===== config.mk =====
export PLATFORM = sky130hd
export DESIGN_NAME = cache_store
export DESIGN_NICKNAME = d
export VERILOG_FILES = /design/src/verilog/cache_pkg.sv /design/src/verilog/cache_store.sv
export VERILOG_INCLUDE_DIRS = /design/src /design/src/verilog
export SDC_FILE = /design/constraint.sdc
export NUM_CORES = 2
export LEC_CHECK = 0
export BUFFER_PORTS_ARGS = -buffer_cell sky130_fd_sc_hd__buf_4
export CORE_MARGIN = 5
export CORE_UTILIZATION = 28
export CTS_CLUSTER_SIZE = 28
export DETAILED_ROUTE_END_ITERATION = 8
export PLACE_DENSITY_LB_ADDON = 0.05
export SLEW_MARGIN = 40
export SYNTH_ARGS = -nofsm -noshare
export SYNTH_HDL_FRONTEND = slang
export SYNTH_MEMORY_MAX_BITS = 65536
export SYNTH_SLANG_ARGS = --single-unit

===== constraint.sdc =====
create_clock -name clk -period 4.18 [get_ports clk]
set_clock_uncertainty 0.1 [all_clocks]
set_input_delay 0.418 -clock clk [delete_from_list [all_inputs] [get_ports clk]]
set_output_delay 0.418 -clock clk [all_outputs]
set_load 0.05 [all_outputs]

===== src/verilog/cache_defines.svh =====
`ifndef CACHE_DEFINES_SVH
`define CACHE_DEFINES_SVH

////////////////////////////////////////////////////////////
// Cache geometry
////////////////////////////////////////////////////////////

// Words per line, one refill cycle each
`define WORDS_PER_LINE 8

// Lines per cache, both caches direct mapped
`define CACHE_LINES 16

////////////////////////////////////////////////////////////
// Main memory
////////////////////////////////////////////////////////////

// Word address width, 4096 words
`define MEM_ADDR_W 12

`define DATA_W 32

// Every memory word powers up as its address xor this key
`define MEM_INIT_KEY 32'h5a3c_96e1

`endif


===== src/verilog/cache_pkg.sv =====
`include "cache_defines.svh"

package cache_pkg;

    // Address split, tag above index above word select
    localparam int WORD_W  = $clog2(`WORDS_PER_LINE);
    localparam int INDEX_W = $clog2(`CACHE_LINES);
    localparam int TAG_W   = `MEM_ADDR_W - INDEX_W - WORD_W;

    typedef logic [`MEM_ADDR_W-1:0] word_addr_t;
    typedef logic [`DATA_W-1:0]     data_t;
    typedef logic [`DATA_W/8-1:0]   byte_en_t;
    typedef logic [WORD_W-1:0]      word_sel_t;
    typedef logic [INDEX_W-1:0]     index_t;
    typedef logic [TAG_W-1:0]       tag_t;

    // Memory address source during refill and write-back
    typedef logic [1:0] ram_addr_sel_t;

    localparam ram_addr_sel_t IC_LINE   = 2'b00;
    localparam ram_addr_sel_t DC_LINE   = 2'b01;
    localparam ram_addr_sel_t DC_VICTIM = 2'b11;

    // Controller status, _D states write back a dirty victim
    typedef enum logic [2:0] {
        NORMAL,
        IC_MISS,
        DC_MISS,
        DC_MISS_D,
        DOUBLE_MISS,
        DOUBLE_MISS_D
    } cache_state_t;

endpackage


===== src/verilog/cache_store.sv =====
`timescale 1ns/1ps

`include "cache_defines.svh"

module cache_store
    import cache_pkg::*;
(
    input  logic      clk,
    input  logic      rst,
    input  logic      enable,
    input  logic      cmp,
    input  logic      write,
    input  logic      valid_in,
    input  index_t    index,
    input  tag_t      tag,
    input  word_sel_t word_sel,
    input  byte_en_t  byte_w_en,
    input  data_t     wdata,
    output data_t     rdata,
    output logic      hit,
    output logic      valid,
    output logic      dirty,
    output tag_t      victim_tag
);

    localparam int LINE_WORDS = `CACHE_LINES * `WORDS_PER_LINE;

    data_t                     data_mem [LINE_WORDS];
    tag_t                      tag_mem  [`CACHE_LINES];
    logic [`CACHE_LINES-1:0]   valid_bits;
    logic [`CACHE_LINES-1:0]   dirty_bits;
    logic [INDEX_W+WORD_W-1:0] word_addr;
    logic                      cmp_write;
    logic                      fill_write;

    assign word_addr = {index, word_sel};

    ////////////////////////////////////////////////////////////
    // Lookup
    ////////////////////////////////////////////////////////////

    assign rdata      = data_mem[word_addr];
    assign victim_tag = tag_mem[index];
    assign hit        = cmp && (tag_mem[index] == tag);
    assign valid      = valid_bits[index];
    assign dirty      = dirty_bits[index];

    // Store only lands on a resident line
    assign cmp_write  = enable && write && cmp && hit && valid;
    assign fill_write = enable && write && !cmp;

    ////////////////////////////////////////////////////////////
    // Array updates
    ////////////////////////////////////////////////////////////

    always_ff @(posedge clk) begin
        if (cmp_write || fill_write) begin
            for (int b = 0; b < $bits(byte_en_t); b++) begin
                if (byte_w_en[b]) begin
                    data_mem[word_addr][8*b +: 8] <= wdata[8*b +: 8];
                end
            end
        end
    end

    always_ff @(posedge clk) begin
        if (fill_write) begin
            tag_mem[index] <= tag;
        end
    end

    always_ff @(posedge clk) begin
        if (rst) begin
            valid_bits <= '0;
            dirty_bits <= '0;
        end else if (fill_write) begin
            // Fresh line is clean
            valid_bits[index] <= valid_in;
            dirty_bits[index] <= 1'b0;
        end else if (cmp_write) begin
            dirty_bits[index] <= 1'b1;
        end
    end

    // Controller never asks for a write on an idle cache
    a_write_needs_enable: assert property (
        @(posedge clk) disable iff (rst)
        write |-> enable
    );

endmodule


==> results.json <==
{
  "met1_usage_pct": 34.1,
  "hp-class": "primary input to register",
  "worstMarginPinSlew_ps": 984,
  "path_delay_family": "simple AND/OR/NAND/NOR gates",
  "synth_nets": 8810,
  "dr.pass1.iters": 9,
  "end_kind": "output port",
  "antenna_found_initial": 87,
  "yosysTopAreaCell": "edfxtp_1",
  "path_buf_inv": 8,
  "worst_path_largest_cell_delay_ps": 590,
  "syn_area_mm2": 0.157,
  "synth-edff-count": 4176,
  "place_worst_setup_slack_ps": -745,
  "cts_buffers": 471,
  "status": "finished, violations left",
  "drc": 0,
  "path_clk_slew_ps": 60,
  "multi_input_area_mm2": 0.0297,
  "post-route-util_pct": 36.6,
  "global_route.peak_usage_layer": "met2",
  "die_area_mm2": 0.575,
  "leakage_uw": 0.0665,
  "area.growth.synth_to_final_pct": 30.0,
  "regArea_mm2": 0.126,
  "synth_common_cells": "4,176 x edfxtp_1, 1,287 x a22oi_1, 515 x and3_1, 356 x clkbuf_1, 343 x a221oi_1",
  "postLayoutCellArea_mm2": 0.204,
  "vias": 98189,
  "slew_viol_final": 0,
  "die_h_um": 758,
  "power_density_mw_per_mm2": 455,
  "crit_type": "primary input to output port",
  "cts.sinks": 4208,
  "yosys-top-cells-area": "edfxtp_1 80%, a22oi_1 6.2%, and3_1 2.1%, a221oi_1 1.9%, a22o_1 1.8%",
  "n_fill_cell": 52197,
  "setup_viol": 2,
  "async_flop_share_pct": 0,
  "synthFlopType": "edfxtp_1",
  "rsz0062_at_grt": "true",
  "fp.dieW_um": 758,
  "yosysWarnings": 0,
  "max_freq_mhz": 233,
  "synth_cell_type_count": 62,
  "dp_hpwl_mm": 493,
  "via_per_inst": 5.36,
  "grt_pass1_wl_mm": 937,
  "ant_nets": 0,
  "hold_path_depth": 3,
  "ios": 94,
  "path_cells": "buf_8 > buf_6 > and3_4 > buf_16 > buf_12 > buf_12 > buf_4 > a22oi_2 > a31oi_2 > or4_4 > nor3_4 > nand4_1 > buf_4 > buf_8",
  "cts_max_path_buffers": 4,
  "cts-htree-levels": 5,
  "required_ps": 3660,
  "synthCells": 8756,
  "use_met3_pct": 3.38,
  "hold_path.startpoint": "byte_w_en[3]",
  "grt_pass1_vias": 96641,
  "grtUsageTotal_pct": 24.1,
  "start_util_pct": 28.1,
  "finalCritPeriodShare_pct": 102,
  "synth_top_cell_area_share_pct": 80.0,
  "crit_slowest_cell": "or4_4",
  "violations": "negative setup slack",
  "worstSkewPairLatency_ps": 1060,
  "dpl_cell_area_mm2": 0.186,
  "grt_overflow": 0,
  "grt_max_degree": 129,
  "irDropWorstVdd_mv": 0.370,
  "rows": 274,
  "cts_tree": "done",
  "seq_area_frac_synth_pct": 80.4,
  "critical_path_arrival_ps": 3770,
  "reg2reg_from": "tag_mem[12][0]",
  "cp.depth": 14,
  "fin_ws_ps": -104,
  "wl_per_cell_um": 38.8,
  "hold_viol": 0,
  "syn_area_per_cell_um2": 17.9,
  "cp-start-kind": "primary input",
  "yosysMostFrequentCell": "edfxtp_1",
  "core_region_area_mm2": 0.557,
  "drt-total-wl_mm": 711,
  "min_period_ps": 4280,
  "r2r_cells": 10,
  "max_cap_viol_count": 0,
  "setup_tns_ps": -205,
  "drt_iter0_markers": 10844,
  "portBuffers": 93,
  "clockRootBuffer": "clkbuf_16",
  "max_slew_margin_pct": 34.2,
  "drive_above_1_share_pct": 26.2,
  "final_nets": 10475,
  "critPathMaxFanout": 12,
  "ys_ff_latch": 4208,
  "crit_start": "word_sel[1]",
  "grt_use_met2_pct": 38.7,
  "gp_congestion": 0.952
}
cell type report:
type                    instances  area share (%)
flip-flops and latches       4208            61.9
multi-input cells            3855            14.6
repair buffers               1876            11.5
clock buffers                 583            6.04
well taps                    7452            4.58
clock inverters               289            1.37
diodes                         40          0.0491
inverters                       9          0.0184
power by group:
part	internal (uW)	leakage, uW	total (uW)	switching (uW)
registers	46400	0.0378	46400	7.78
logic	1690	0.0214	5530	3840
clock network	23200	0.00732	40800	17600
total	71300	0.0665	92700	21400
worst register-to-register path, stage by stage, from the launching register on:
cell and delay [ps]:
edfxtp_1 370, mux4_2 490, mux4_2 520, xnor2_1 160, o2111ai_1 210, o31ai_4 350, buf_12 210, buf_12 230
buf_12 210, and3_1 480, buf_4 260
metal layers:
metal	vias up	share of wire, %	wire length (um)
met5	-	0.0075	53
met4	4	3.3	23300
met3	808	5.7	40500
met2	3573	46	330000
met1	53278	45	317000
li1	40526	-	-
placed cells by master (no fill, tap or decap), types with 13 or more instances in the layout:
cell           instances
a221oi_1             284
edfxtp_1            4176
a31oi_1              209
a221o_1               15
a22oi_1             1275
diode_2               40
dfxtp_1               32
mux4_2                36
nand2_2               13
clkinv_16             15
buf_6                 38
nor4_2                13
buf_12               710
a21oi_1               97
or4_4                 21
bufinv_16             38
nor4_1                25
a22o_1               317
dlygate4sd3_1         47
o2111ai_1             16
a221oi_2              56
nand4_1              114
clkinv_2              87
clkinv_1             115
o21ai_0               85
buf_4               1060
nor2_1               195
nand3_1               21
nand2_1               83
and3_1               512
mux2_2                51
clkinvlp_4            16
clkbuf_1             104
a41oi_1               77
clkbuf_16            474
nor3_1                23
mux2i_1               62
a31oi_2               36
o211ai_1              21
per-stage QoR:
step,cells,hold WS [ps],total power [uW]
CTS,18268,52.1,93600
global route,18282,130,95600
finish,18312,138,92700
detailed placement,17343,365,52600
global placement,17342,357,52600
floorplan,8756,343,49100
worst paths after layout:
path | slack (ps) | to
max | -100 | rdata[15]
min | 140 | data_mem[113][28]
max reg2reg | 240 | data_mem[0][6]
min reg2reg | 380 | valid_bits[6]
cells by family (layout without fill, tap and decap cells):
logic type      count (synthesis)  count (layout)  synth area share, %
mux                           149             149                 1.28
other cells                     0              40                    0
compound gates               2591            2591                 12.6
xor+xnor                        3               3               0.0168
buf+inv                       694            2757                 1.81
simple gates                 1111            1112                 3.92
flops                        4208            4208                 80.4
sequential cells by signal, summed over array words and instances (netlist names), named ones only:
name	count
data_mem	4096
tag_mem	80
valid_bits	16
timing repair:
action	in CTS	in global routing
setup buffers	14	6
setup endpoints to repair	31	20
gates resized for setup	225	65
cloned	4	2
hold buffers	47	0
hold endpoints to repair	2569	0
pin swaps	81	43
No activity file was read; power rests on OpenSTA's default activity.
