<file path="src/verilog/cache_defines.svh">
`ifndef CACHE_DEFINES_SVH
`define CACHE_DEFINES_SVH

////////////////////////////////////////////////////////////
// Cache geometry
////////////////////////////////////////////////////////////

// Words per line, one refill cycle each
`define WORDS_PER_LINE 8

// Lines per cache, both caches direct mapped
`define CACHE_LINES 16

////////////////////////////////////////////////////////////
// Main memory
////////////////////////////////////////////////////////////

// Word address width, 4096 words
`define MEM_ADDR_W 12

`define DATA_W 32

// Every memory word powers up as its address xor this key
`define MEM_INIT_KEY 32'h5a3c_96e1

`endif

</file>
<file path="src/verilog/cache_pkg.sv">
`include "cache_defines.svh"

package cache_pkg;

    // Address split, tag above index above word select
    localparam int WORD_W  = $clog2(`WORDS_PER_LINE);
    localparam int INDEX_W = $clog2(`CACHE_LINES);
    localparam int TAG_W   = `MEM_ADDR_W - INDEX_W - WORD_W;

    typedef logic [`MEM_ADDR_W-1:0] word_addr_t;
    typedef logic [`DATA_W-1:0]     data_t;
    typedef logic [`DATA_W/8-1:0]   byte_en_t;
    typedef logic [WORD_W-1:0]      word_sel_t;
    typedef logic [INDEX_W-1:0]     index_t;
    typedef logic [TAG_W-1:0]       tag_t;

    // Memory address source during refill and write-back
    typedef logic [1:0] ram_addr_sel_t;

    localparam ram_addr_sel_t IC_LINE   = 2'b00;
    localparam ram_addr_sel_t DC_LINE   = 2'b01;
    localparam ram_addr_sel_t DC_VICTIM = 2'b11;

    // Controller status, _D states write back a dirty victim
    typedef enum logic [2:0] {
        NORMAL,
        IC_MISS,
        DC_MISS,
        DC_MISS_D,
        DOUBLE_MISS,
        DOUBLE_MISS_D
    } cache_state_t;

endpackage

</file>
<file path="src/verilog/cache_control.sv">
`timescale 1ns/1ps

module cache_control
    import cache_pkg::*;
(
    input  logic          clk,
    input  logic          rst,
    input  logic          dc_read,
    input  logic          dc_write_in,
    input  word_sel_t     ic_word_sel_in,
    input  word_sel_t     dc_word_sel_in,
    input  byte_en_t      dc_byte_w_en_in,
    input  logic          ic_hit,
    input  logic          ic_valid,
    input  logic          dc_hit,
    input  logic          dc_valid,
    input  logic          dc_dirty,
    output logic          ic_enable,
    output logic          ic_cmp,
    output logic          ic_write,
    output logic          ic_valid_out,
    output word_sel_t     ic_word_sel,
    output byte_en_t      ic_byte_w_en,
    output logic          dc_enable,
    output logic          dc_cmp,
    output logic          dc_write,
    output logic          dc_valid_out,
    output word_sel_t     dc_word_sel,
    output byte_en_t      dc_byte_w_en,
    output logic          ram_en,
    output logic          ram_write,
    output ram_addr_sel_t ram_addr_sel,
    output logic          stall
);

    cache_state_t state;
    cache_state_t state_next;
    word_sel_t    counter;
    word_sel_t    counter_next;
    logic         last_word;
    logic         dc_access;
    logic         ic_miss;
    logic         dc_miss;

    assign last_word = (counter == '1);
    assign dc_access = dc_read | dc_write_in;
    assign ic_miss   = !(ic_hit && ic_valid);
    assign dc_miss   = dc_access && !(dc_hit && dc_valid);

    ////////////////////////////////////////////////////////////
    // Next status and per-word cache controls
    ////////////////////////////////////////////////////////////

    always_comb begin
        ic_enable    = 1'b0;
        ic_cmp       = 1'b0;
        ic_write     = 1'b0;
        ic_valid_out = 1'b0;
        ic_word_sel  = counter;
        ic_byte_w_en = '0;
        dc_enable    = 1'b0;
        dc_cmp       = 1'b0;
        dc_write     = 1'b0;
        dc_valid_out = 1'b0;
        dc_word_sel  = counter;
        dc_byte_w_en = '0;
        ram_en       = 1'b0;
        ram_write    = 1'b0;
        ram_addr_sel = IC_LINE;
        state_next   = state;
        counter_next = counter + 1'b1;

        case (state)
            NORMAL: begin
                // CPU accesses go straight through in compare mode
                ic_enable    = 1'b1;
                ic_cmp       = 1'b1;
                ic_word_sel  = ic_word_sel_in;
                dc_enable    = dc_access;
                dc_cmp       = 1'b1;
                dc_write     = dc_write_in;
                dc_word_sel  = dc_word_sel_in;
                dc_byte_w_en = dc_byte_w_en_in;
                counter_next = '0;
                if (dc_miss && ic_miss) begin
                    state_next = dc_dirty ? DOUBLE_MISS_D : DOUBLE_MISS;
                end else if (dc_miss) begin
                    state_next = dc_dirty ? DC_MISS_D : DC_MISS;
                end else if (ic_miss) begin
                    state_next = IC_MISS;
                end
            end
            IC_MISS, DOUBLE_MISS: begin
                ic_enable    = 1'b1;
                ic_write     = 1'b1;
                ic_valid_out = 1'b1;
                ic_byte_w_en = '1;
                // Data cache supplies the fetch line when it holds it
                dc_enable    = 1'b1;
                dc_cmp       = 1'b1;
                ram_en       = !(dc_hit && dc_valid);
                ram_addr_sel = IC_LINE;
                if (last_word) begin
                    state_next = (state == DOUBLE_MISS) ? DC_MISS : NORMAL;
                end
            end
            DC_MISS: begin
                dc_enable    = 1'b1;
                dc_write     = 1'b1;
                dc_valid_out = 1'b1;
                dc_byte_w_en = '1;
                ram_en       = 1'b1;
                ram_addr_sel = DC_LINE;
                if (last_word) begin
                    state_next = NORMAL;
                end
            end
            DC_MISS_D, DOUBLE_MISS_D: begin
                // Victim word read out of the data cache into memory
                dc_enable    = 1'b1;
                ram_en       = 1'b1;
                ram_write    = 1'b1;
                ram_addr_sel = DC_VICTIM;
                if (last_word) begin
                    state_next = (state == DOUBLE_MISS_D) ? DOUBLE_MISS : DC_MISS;
                end
            end
            default: begin
                state_next = NORMAL;
            end
        endcase

        // Counter parks at the last word while idle
        if (state_next == NORMAL) begin
            counter_next = '1;
        end
    end

    always_ff @(posedge clk) begin
        if (rst) begin
            state   <= NORMAL;
            counter <= '1;
        end else begin
            state   <= state_next;
            counter <= counter_next;
        end
    end

    // Held from the detecting cycle through the last refill word
    assign stall = !rst && ((state != NORMAL) || (state_next != NORMAL));

    ////////////////////////////////////////////////////////////
    // Checks
    ////////////////////////////////////////////////////////////

    a_idle_counter: assert property (
        @(posedge clk) disable iff (rst)
        (state == NORMAL) |-> (counter == '1)
    );

    a_write_back_only: assert property (
        @(posedge clk) disable iff (rst)
        ram_write |-> (state inside {DC_MISS_D, DOUBLE_MISS_D})
    );

endmodule

</file>
<file path="config.mk">
export PLATFORM = sky130hd
export DESIGN_NAME = cache_control
export DESIGN_NICKNAME = d
export VERILOG_FILES = /design/src/verilog/cache_pkg.sv /design/src/verilog/cache_control.sv
export VERILOG_INCLUDE_DIRS = /design/src /design/src/verilog
export SDC_FILE = /design/constraint.sdc
export NUM_CORES = 1
export LEC_CHECK = 0
export BUFFER_PORTS_ARGS = -buffer_cell sky130_fd_sc_hd__clkbuf_2
export CAP_MARGIN = 5
export CORE_ASPECT_RATIO = 1.1
export CORE_UTILIZATION = 38
export CTS_CLUSTER_SIZE = 12
export DETAILED_ROUTE_END_ITERATION = 6
export PLACE_DENSITY = 0.77
export SETUP_SLACK_MARGIN = 0.2
export SYNTH_ARGS = -nofsm -noshare
export SYNTH_HDL_FRONTEND = slang
export SYNTH_SLANG_ARGS = --single-unit
</file>
<file path="constraint.sdc">
create_clock -name clk -period 2.7 [get_ports clk]
set_input_delay 0.81 -clock clk [delete_from_list [all_inputs] [get_ports clk]]
set_output_delay 0.81 -clock clk [all_outputs]
set_load 0.01 [all_outputs]
</file>
==> impl_metrics.sql, run 1 <==
INSERT INTO impl_metrics (metric_group, metric, value, unit) VALUES
('floorplan', 'chipHeight', '43.8', 'µm'),
('synthesis', 'synth_seq_cells', '6', ''),
('route', 'avgViaCountPerCell', '4.97', ''),
('synthesis', 'synth_top_family_by_area', 'simple AND/OR/NAND/NOR gates', ''),
('timing', 'rsz0062_at_grt', 'true', ''),
('floorplan', 'floorplan.initialDensity', '42.6', '%'),
('timing', 'max_slew.worst_pin.slew', '0.396', 'ns'),
('worst_setup_path', 'worstPathRequired', '1.89', 'ns'),
('synthesis', 'synth_edf_count', '0', ''),
('global_route', 'grt_pass1_wl', '2190', 'µm'),
('cts', 'cts_tree', 'done', ''),
('finish', 'post_route_cells_drive_above_1_share', '48.4', '%'),
('synthesis', 'synthesis.nets', '104', ''),
('global_route', 'antenna_found_initial', '0', ''),
('timing', 'timing.slew.headroom', '73.5', '%'),
('timing', 'setup_total_negative_slack', '0', 'ns'),
('route', 'detail-route-antenna-nets', '0', ''),
('worst_setup_path', 'worst_setup_path_start_kind', 'primary input', ''),
('synthesis', 'syn-mean-instance-area', '7.37', 'µm²'),
('worst_setup_path', 'arrival', '1.80', 'ns'),
('finish', 'areaGrowthSynthToFinish', '43.7', '%'),
('synthesis', 'portion_of_synthesized_cell_area_occupied_by_the_leading_cell_type', '19.9', '%'),
('synthesis', 'mappedNetlistArea', '604', 'µm²'),
('placed_design', 'gpl.final_weighted_congestion', '0.879', ''),
('route', 'detailroute.via_count', '706', ''),
('finish', 'finish.utilization', '61.2', '%'),
('synthesis', 'synth_async_sr_flop_share', '0', '%'),
('synthesis', 'synth_simple_gate_area_share', '30.4', '%'),
('finish', 'nets', '150', ''),
('cts', 'cts_hold_buffers', '0', ''),
('timing', 'final-max-slew-violation-count', '0', ''),
('global_route', 'globalRouteOverflowTotal', '0', ''),
('worst_setup_path', 'r2r_setup_slk', '1.10', 'ns'),
('route', 'firstDrtPassIters', '2', ''),
('synthesis', 'synth.yosys.seq_area_share', '19.9', '%'),
('worst_setup_path', 'timing.critical_path.cells', 'clkbuf_2 > o2bb2ai_4 > or2_1 > a31oi_1 > or3_1 > clkbuf_2', ''),
('placed_design', 'port-buffer-count', '45', ''),
('synthesis', 'synth_compound_gate_area_share', '26.1', '%'),
('worst_setup_path', 'critical_path.most_common_cell', 'sky130_fd_sc_hd__clkbuf_2', ''),
('worst_setup_path', 'cp.buffers_inverters', '2', ''),
('route', 'wl_per_cell', '9.75', 'µm'),
('flow_run', 'max_cap_viol_count', '0', ''),
('global_route', 'grt_pass1_vias', '579', ''),
('timing', 'finalHoldWorstSlack', '0.497', 'ns'),
('worst_setup_path', 'end_kind', 'output port', ''),
('power', 'static-leakage-power', '0.466', 'nW'),
('placed_design', 'dpl.hpwl', '1180', 'µm'),
('run_status', 'run_status', 'finished clean', ''),
('timing', 'min_period', '2.61', 'ns'),
('timing', 'min_period_over_period', '96.8', '%'),
('cts', 'clock-sinks', '6', ''),
('synthesis', 'synthXorXnorAreaFrac', '1.45', '%'),
('synthesis', 'ys_warn_count', '0', ''),
('worst_hold_path', 'worst_hold_path_type', 'register to register', ''),
('power', 'worst_ir_drop_vdd', '0.540', 'mV'),
('worst_setup_path', 'worst_path_max_delay_cell', 'sky130_fd_sc_hd__or3_1', ''),
('timing', 'achievable-frequency', '0.383', 'GHz'),
('worst_setup_path', 'critPathMaxFanout', '4', ''),
('synthesis', 'synth_fa_ha_area_share', '7.87', '%'),
('route', 'drt-initial-drc-count', '10', ''),
('global_route', 'pin_count_of_the_biggest_net_entering_global_routing', '14', ''),
('worst_setup_path', 'critical-path-max-stage-delay', '0.35', 'ns'),
('route', 'post-route-drc-count', '0', ''),
('finish', 'antenna_cells_inserted', '0', ''),
('synthesis', 'synth.distinct_cells', '30', ''),
('floorplan', 'row_count', '14', ''),
('timing', 'finalHoldViolations', '0', ''),
('floorplan', 'core-area', '0.00142', 'mm²'),
('synthesis', 'muxShareOfSynthArea', '0', '%'),
('power', 'design_power_total', '0.915', 'mW'),
('global_route', 'grt.total_usage', '17.8', '%');
[final cells by class]
| type | count | area, µm² |
|---|---|---|
| Sequential cell | 6 | 120 |
| Tap cell | 16 | 20.0 |
| Timing Repair Buffer | 51 | 270 |
| Multi-Input combinational cell | 65 | 424 |
| Fill cell | 137 | 551 |
| Inverter | 1 | 11.3 |
| Clock buffer | 3 | 22.5 |
[registers in the layout, indices dropped and copies added (netlist names)]
signal   flops
counter      3
state        3
[cells in the final DEF, fill, tap and decap left out, types with 2 or more instances in the layout]
cell type                  synthesis  layout
sky130_fd_sc_hd__buf_4             6       6
sky130_fd_sc_hd__a31oi_1           2       2
sky130_fd_sc_hd__dfxtp_1           6       6
sky130_fd_sc_hd__o21a_1            8       8
sky130_fd_sc_hd__nor2_1            6       6
sky130_fd_sc_hd__nand2b_1          2       2
sky130_fd_sc_hd__clkbuf_2          0      45
sky130_fd_sc_hd__ha_1              3       2
sky130_fd_sc_hd__nand2_1          21      21
sky130_fd_sc_hd__nand3b_1          2       2
sky130_fd_sc_hd__clkbuf_4          0       3
sky130_fd_sc_hd__o21ai_0           3       2
[timing repair]
item	in CTS	in global routing
setup endpoints to repair	1	1
gates resized for setup	2	2
setup buffers	1	0
pin swaps	1	1
[synthesized netlist by cell type, types with 2 or more instances]
cell / number
sky130_fd_sc_hd__nand3b_1: 2
sky130_fd_sc_hd__or3_1: 2
sky130_fd_sc_hd__ha_1: 3
sky130_fd_sc_hd__o21ai_0: 3
sky130_fd_sc_hd__buf_6: 2
sky130_fd_sc_hd__o21a_1: 8
sky130_fd_sc_hd__nand2_1: 21
sky130_fd_sc_hd__buf_4: 6
sky130_fd_sc_hd__a31oi_1: 2
sky130_fd_sc_hd__dfxtp_1: 6
sky130_fd_sc_hd__nand2b_1: 2
sky130_fd_sc_hd__nor2_1: 6
sky130_fd_sc_hd__clkbuf_1: 2
[cells by family after synthesis]
| group | Yosys count |
|---|---|
| AO/OA/AOI/OAI | 20 |
| AND/OR/NAND/NOR | 40 |
| flip-flops | 6 |
| buffers and inverters | 11 |
| adder cells (fa/ha/maj) | 4 |
| XOR/XNOR | 1 |
[layer usage]
metal / GRT usage [%] / share of wire [%]
met5: 0 / 0
met4: 4.14 / 0
met3: 6.15 / 4.4
met2: 32.6 / 55
met1: 18.3 / 41
[path summary, 6_finish.rpt]
kind	to	depth (start not counted)	from
worst min register to register	counter[0]$_SDFF_PP1_	1	counter[0]$_SDFF_PP1_
worst max-delay path	stall	6	dc_write_in
worst max register to register	counter[2]$_SDFF_PP1_	5	state[2]$_SDFF_PP0_
worst min-delay path	counter[0]$_SDFF_PP1_	1	counter[0]$_SDFF_PP1_
[power breakdown]
group	switching [mW]	leakage [nW]	internal [mW]	total (mW)
logic	0.380	0.402	0.305	0.685
clock network	0.0296	0.0138	0.0501	0.0797
registers	0.0271	0.0500	0.123	0.151
[metrics by stage]
stage / std cells / instance area (µm²) / worst slack, ns
finish: 142 / 868 / 0.0875
global route: 142 / 868 / 0.0498
CTS: 142 / 866 / 0.0891
detailed placement: 138 / 818 / -0.0149
global placement: 138 / 818 / 0.00571
floorplan: 82 / 611 / 0.205
Power figures use the tool's default switching activity.
==> run 2: changes to the inputs <==
- ABC_AREA: default -> 1
==> run 2 against run 1 <==
  * Synthesized area shrank 1.7%
  * Critical path type unchanged
  * Largest power group unchanged
  * Clock skew up 0.0017 ns
  * Global-route usage rose by 0.26 points
  * Count of clock-buffer cells in the layout unchanged
==> impl_metrics.sql, run 2 <==
INSERT INTO impl_metrics (metric_group, metric, value, unit) VALUES
('global_route', 'grt.total_usage', '18.1', '%'),
('cts', 'clk_path_buf_depth', '2', ''),
('placed_design', 'dpl.hpwl', '1250', 'µm'),
('cts', 'clock-sinks', '6', ''),
('synthesis', 'synth_area_leader_cell', 'sky130_fd_sc_hd__nand2_1', ''),
('timing', 'rsz0062_at_grt', 'false', ''),
('synthesis', 'synth.yosys.seq_area_share', '20.2', '%'),
('route', 'wl_per_cell', '8.97', 'µm'),
('cts', 'numCtsBuffers', '3', ''),
('worst_setup_path', 'worstSetupPathType', 'primary input to output port', ''),
('synthesis', 'synth.distinct_cells', '18', ''),
('floorplan', 'row_count', '14', ''),
('finish', 'areaGrowthSynthToFinish', '37.7', '%'),
('run_status', 'run_status', 'finished clean', ''),
('finish', 'final_cell_area', '818', 'µm²'),
('worst_setup_path', 'r2r_setup_slk', '1.27', 'ns'),
('timing', 'finalHoldViolations', '0', ''),
('synthesis', 'portion_of_synthesized_cell_area_occupied_by_the_leading_cell_type', '22.1', '%'),
('cts', 'cts.clk_slew.worst_paths', '0.04', 'ns'),
('finish', 'largestRegisters', 'counter x3, state x3', ''),
('worst_setup_path', 'worst_path_max_delay_cell', 'sky130_fd_sc_hd__buf_2', ''),
('synthesis', 'synth_edf_count', '0', ''),
('placed_design', 'placed_area', '783', 'µm²'),
('global_route', 'grt_pass1_wl', '2280', 'µm'),
('synthesis', 'most_used_standard_cell_by_instance_count_after_synthesis', 'sky130_fd_sc_hd__nand2_1', ''),
('power', 'p_clk_share', '8.8', '%'),
('timing', 'setup_total_negative_slack', '0', 'ns'),
('worst_setup_path', 'worst_setup_path_start_kind', 'primary input', ''),
('finish', 'final_cell_mix', 'sky130_fd_sc_hd__clkbuf_2, sky130_fd_sc_hd__nand2_1, sky130_fd_sc_hd__inv_1', ''),
('timing', 'final.setup.worst_slack', '0.307', 'ns'),
('worst_setup_path', 'timing.reg2reg.worst_path_depth', '9', ''),
('worst_setup_path', 'timing.critical_path.cells', 'clkbuf_2 > nand2_2 > inv_2 > nor2_2 > nand4_1 > nand2_1 > nand2_2 > nand4_1 > buf_2', ''),
('flow_run', 'max_cap_viol_count', '0', ''),
('synthesis', 'synth_seq_cells', '6', ''),
('power', 'power.net_switching', '0.473', 'mW'),
('power', 'cell_internal_pwr', '0.431', 'mW'),
('worst_setup_path', 'critical-path-max-stage-delay', '0.13', 'ns'),
('global_route', 'grt_pass1_vias', '656', ''),
('placed_design', 'port-buffer-count', '45', ''),
('finish', 'finish.utilization', '57.7', '%'),
('placed_design', 'pre_cts_slack', '0.240', 'ns'),
('worst_setup_path', 'timing.rr.start', 'counter[0]$_SDFF_PP1_', ''),
('power', 'power_per_cell_area', '1110', 'mW/mm²'),
('route', 'detailroute.via_count', '744', ''),
('timing', 'setup_viol', '0', ''),
('floorplan', 'core-area', '0.00142', 'mm²'),
('cts', 'cts-htree-levels', '1', ''),
('route', 'firstDrtPassIters', '4', ''),
('floorplan', 'floorplan.die.width', '39.7', 'µm'),
('worst_setup_path', 'worstPathRequired', '1.89', 'ns'),
('worst_hold_path', 'holdPathStages', '3', ''),
('route', 'avgViaCountPerCell', '4.62', ''),
('power', 'p_comb_share', '74.1', '%'),
('global_route', 'antenna_found_initial', '0', ''),
('power', 'seq_power_share', '17.1', '%'),
('synthesis', 'synth_area_leaders', 'sky130_fd_sc_hd__nand2_1, sky130_fd_sc_hd__dfxtp_1, sky130_fd_sc_hd__inv_1, sky130_fd_sc_hd__buf_4, sky130_fd_sc_hd__nor2_1', ''),
('synthesis', 'ys_warn_count', '0', ''),
('worst_hold_path', 'worst_hold_path_type', 'register to register', ''),
('synthesis', 'synthesis.instances', '103', ''),
('floorplan', 'chipHeight', '43.5', 'µm'),
('floorplan', 'design.die.area', '0.00173', 'mm²'),
('timing', 'max_slew.worst_pin.slew', '0.298', 'ns'),
('synthesis', 'syn-mean-instance-area', '5.77', 'µm²'),
('worst_hold_path', 'worst_hold_startpoint', 'counter[0]$_SDFF_PP1_', ''),
('worst_setup_path', 'critPathMaxFanout', '3', ''),
('worst_hold_path', 'hold_end', 'counter[0]$_SDFF_PP1_', ''),
('timing', 'achievable-frequency', '0.418', 'GHz'),
('route', 'detail-route-antenna-nets', '0', ''),
('timing', 'final-max-slew-violation-count', '0', ''),
('timing', 'timing.slew.headroom', '80.1', '%'),
('synthesis', 'yosys_most_used_dff', 'sky130_fd_sc_hd__dfxtp_1', ''),
('timing', 'min_period', '2.39', 'ns'),
('cts', 'cts_root_buffer', 'sky130_fd_sc_hd__clkbuf_4', ''),
('global_route', 'pin_count_of_the_biggest_net_entering_global_routing', '14', ''),
('finish', 'post_route_cells_drive_above_1_share', '42.8', '%'),
('worst_setup_path', 'arrival', '1.58', 'ns'),
('finish', 'antenna_cells_inserted', '0', ''),
('power', 'worst_ir_drop_vdd', '0.493', 'mV'),
('route', 'routed_wirelength', '1440', 'µm'),
('worst_setup_path', 'crit-reg2reg-capture', 'counter[0]$_SDFF_PP1_', ''),
('finish', 'leading_cell_type_in_the_layout_fill_and_taps_excluded', 'sky130_fd_sc_hd__clkbuf_2', ''),
('floorplan', 'io_pins', '46', ''),
('power', 'static-leakage-power', '0.550', 'nW'),
('placed_design', 'gpl.final_weighted_congestion', '0.780', ''),
('route', 'post-route-drc-count', '0', ''),
('floorplan', 'floorplan.initialDensity', '41.9', '%'),
('worst_setup_path', 'end_kind', 'output port', ''),
('timing', 'min_period_over_period', '88.6', '%'),
('cts', 'clock_latency', '0.24', 'ns'),
('power', 'swShare', '52.4', '%'),
('route', 'drt-initial-drc-count', '11', ''),
('synthesis', 'mappedNetlistArea', '594', 'µm²'),
('synthesis', 'synth_async_sr_flop_share', '0', '%'),
('cts', 'cts_tree', 'done', ''),
('timing', 'timing.clock.skew', '0.00281', 'ns'),
('synthesis', 'ys_top_cells_by_count', 'sky130_fd_sc_hd__nand2_1, sky130_fd_sc_hd__inv_1, sky130_fd_sc_hd__nor2_1', ''),
('global_route', 'globalRouteOverflowTotal', '0', ''),
('synthesis', 'synthesis.nets', '125', ''),
('finish', 'nets', '169', '');
[run 2: logic make-up (layout without fill, tap and decap cells)]
group | count (synthesis) | count (layout) | share of synthesized area [%]
AND/OR/NAND/NOR | 60 | 60 | 43.8
buffers and inverters | 25 | 67 | 20.8
AO/OA/AOI/OAI | 9 | 9 | 8.84
flip-flops | 6 | 6 | 20.2
adder cells (fa/ha/maj) | 3 | 3 | 6.32
[run 2: worst max path at each step]
stage | start | to | slack [ns] | depth (start not counted)
after floorplan | dc_hit | stall | 0.51 | 7
after global placement | dc_hit | stall | 0.28 | 9
after detailed placement | dc_hit | stall | 0.24 | 9
after CTS | dc_hit | stall | 0.24 | 9
after global routing | dc_read | stall | 0.21 | 8
final | dc_hit | stall | 0.31 | 9
[run 2: metrics by stage]
stage,hold slack [ns],instances,power (mW)
2_1_floorplan,0.501,103,0.650
3_3_place_gp,0.523,157,0.811
3_5_place_dp,0.536,157,0.827
4_1_cts,0.543,160,0.911
5_1_grt,0.558,161,1.01
6_report,0.543,161,0.904
[run 2: what timing repair did]
action / CTS / global route
endpoints found under the hold margin: 0 / 0
hold buffers: 0 / 0
resized for setup: 0 / 5
endpoints found under the setup margin: 0 / 1
buffers inserted: 0 / 1
[run 2: per-layer routing]
metal | track usage (%) | vias up | wire (µm)
met5 | 0 | - | 0
met4 | 6.21 | 0 | 0
met3 | 1.54 | 0 | 49
met2 | 36.4 | 20 | 805
met1 | 17.6 | 329 | 589
li1 | - | 395 | -
[run 2: power groups by stage]
stage / Sequential (mW) / Combinational [mW] / Clock [mW]
detailed placement: 0.156 / 0.672 / 0
finish: 0.155 / 0.670 / 0.0795
floorplan: 0.150 / 0.501 / 0
CTS: 0.154 / 0.674 / 0.0829
global route: 0.157 / 0.767 / 0.0854
global placement: 0.154 / 0.657 / 0
[run 2: layout make-up]
cell class	instances	area (µm²)
Clock buffer	3	22.5
Fill cell	155	601
Inverter	18	67.6
Multi-Input combinational cell	72	355
Sequential cell	6	120
Tap cell	16	20.0
Timing Repair Buffer	46	233
[run 2: critical path, delay by kind of cell]
kind | cells | cell delay [ns]
AND/OR/NAND/NOR | 6 | 0.51
buffers and inverters | 3 | 0.26
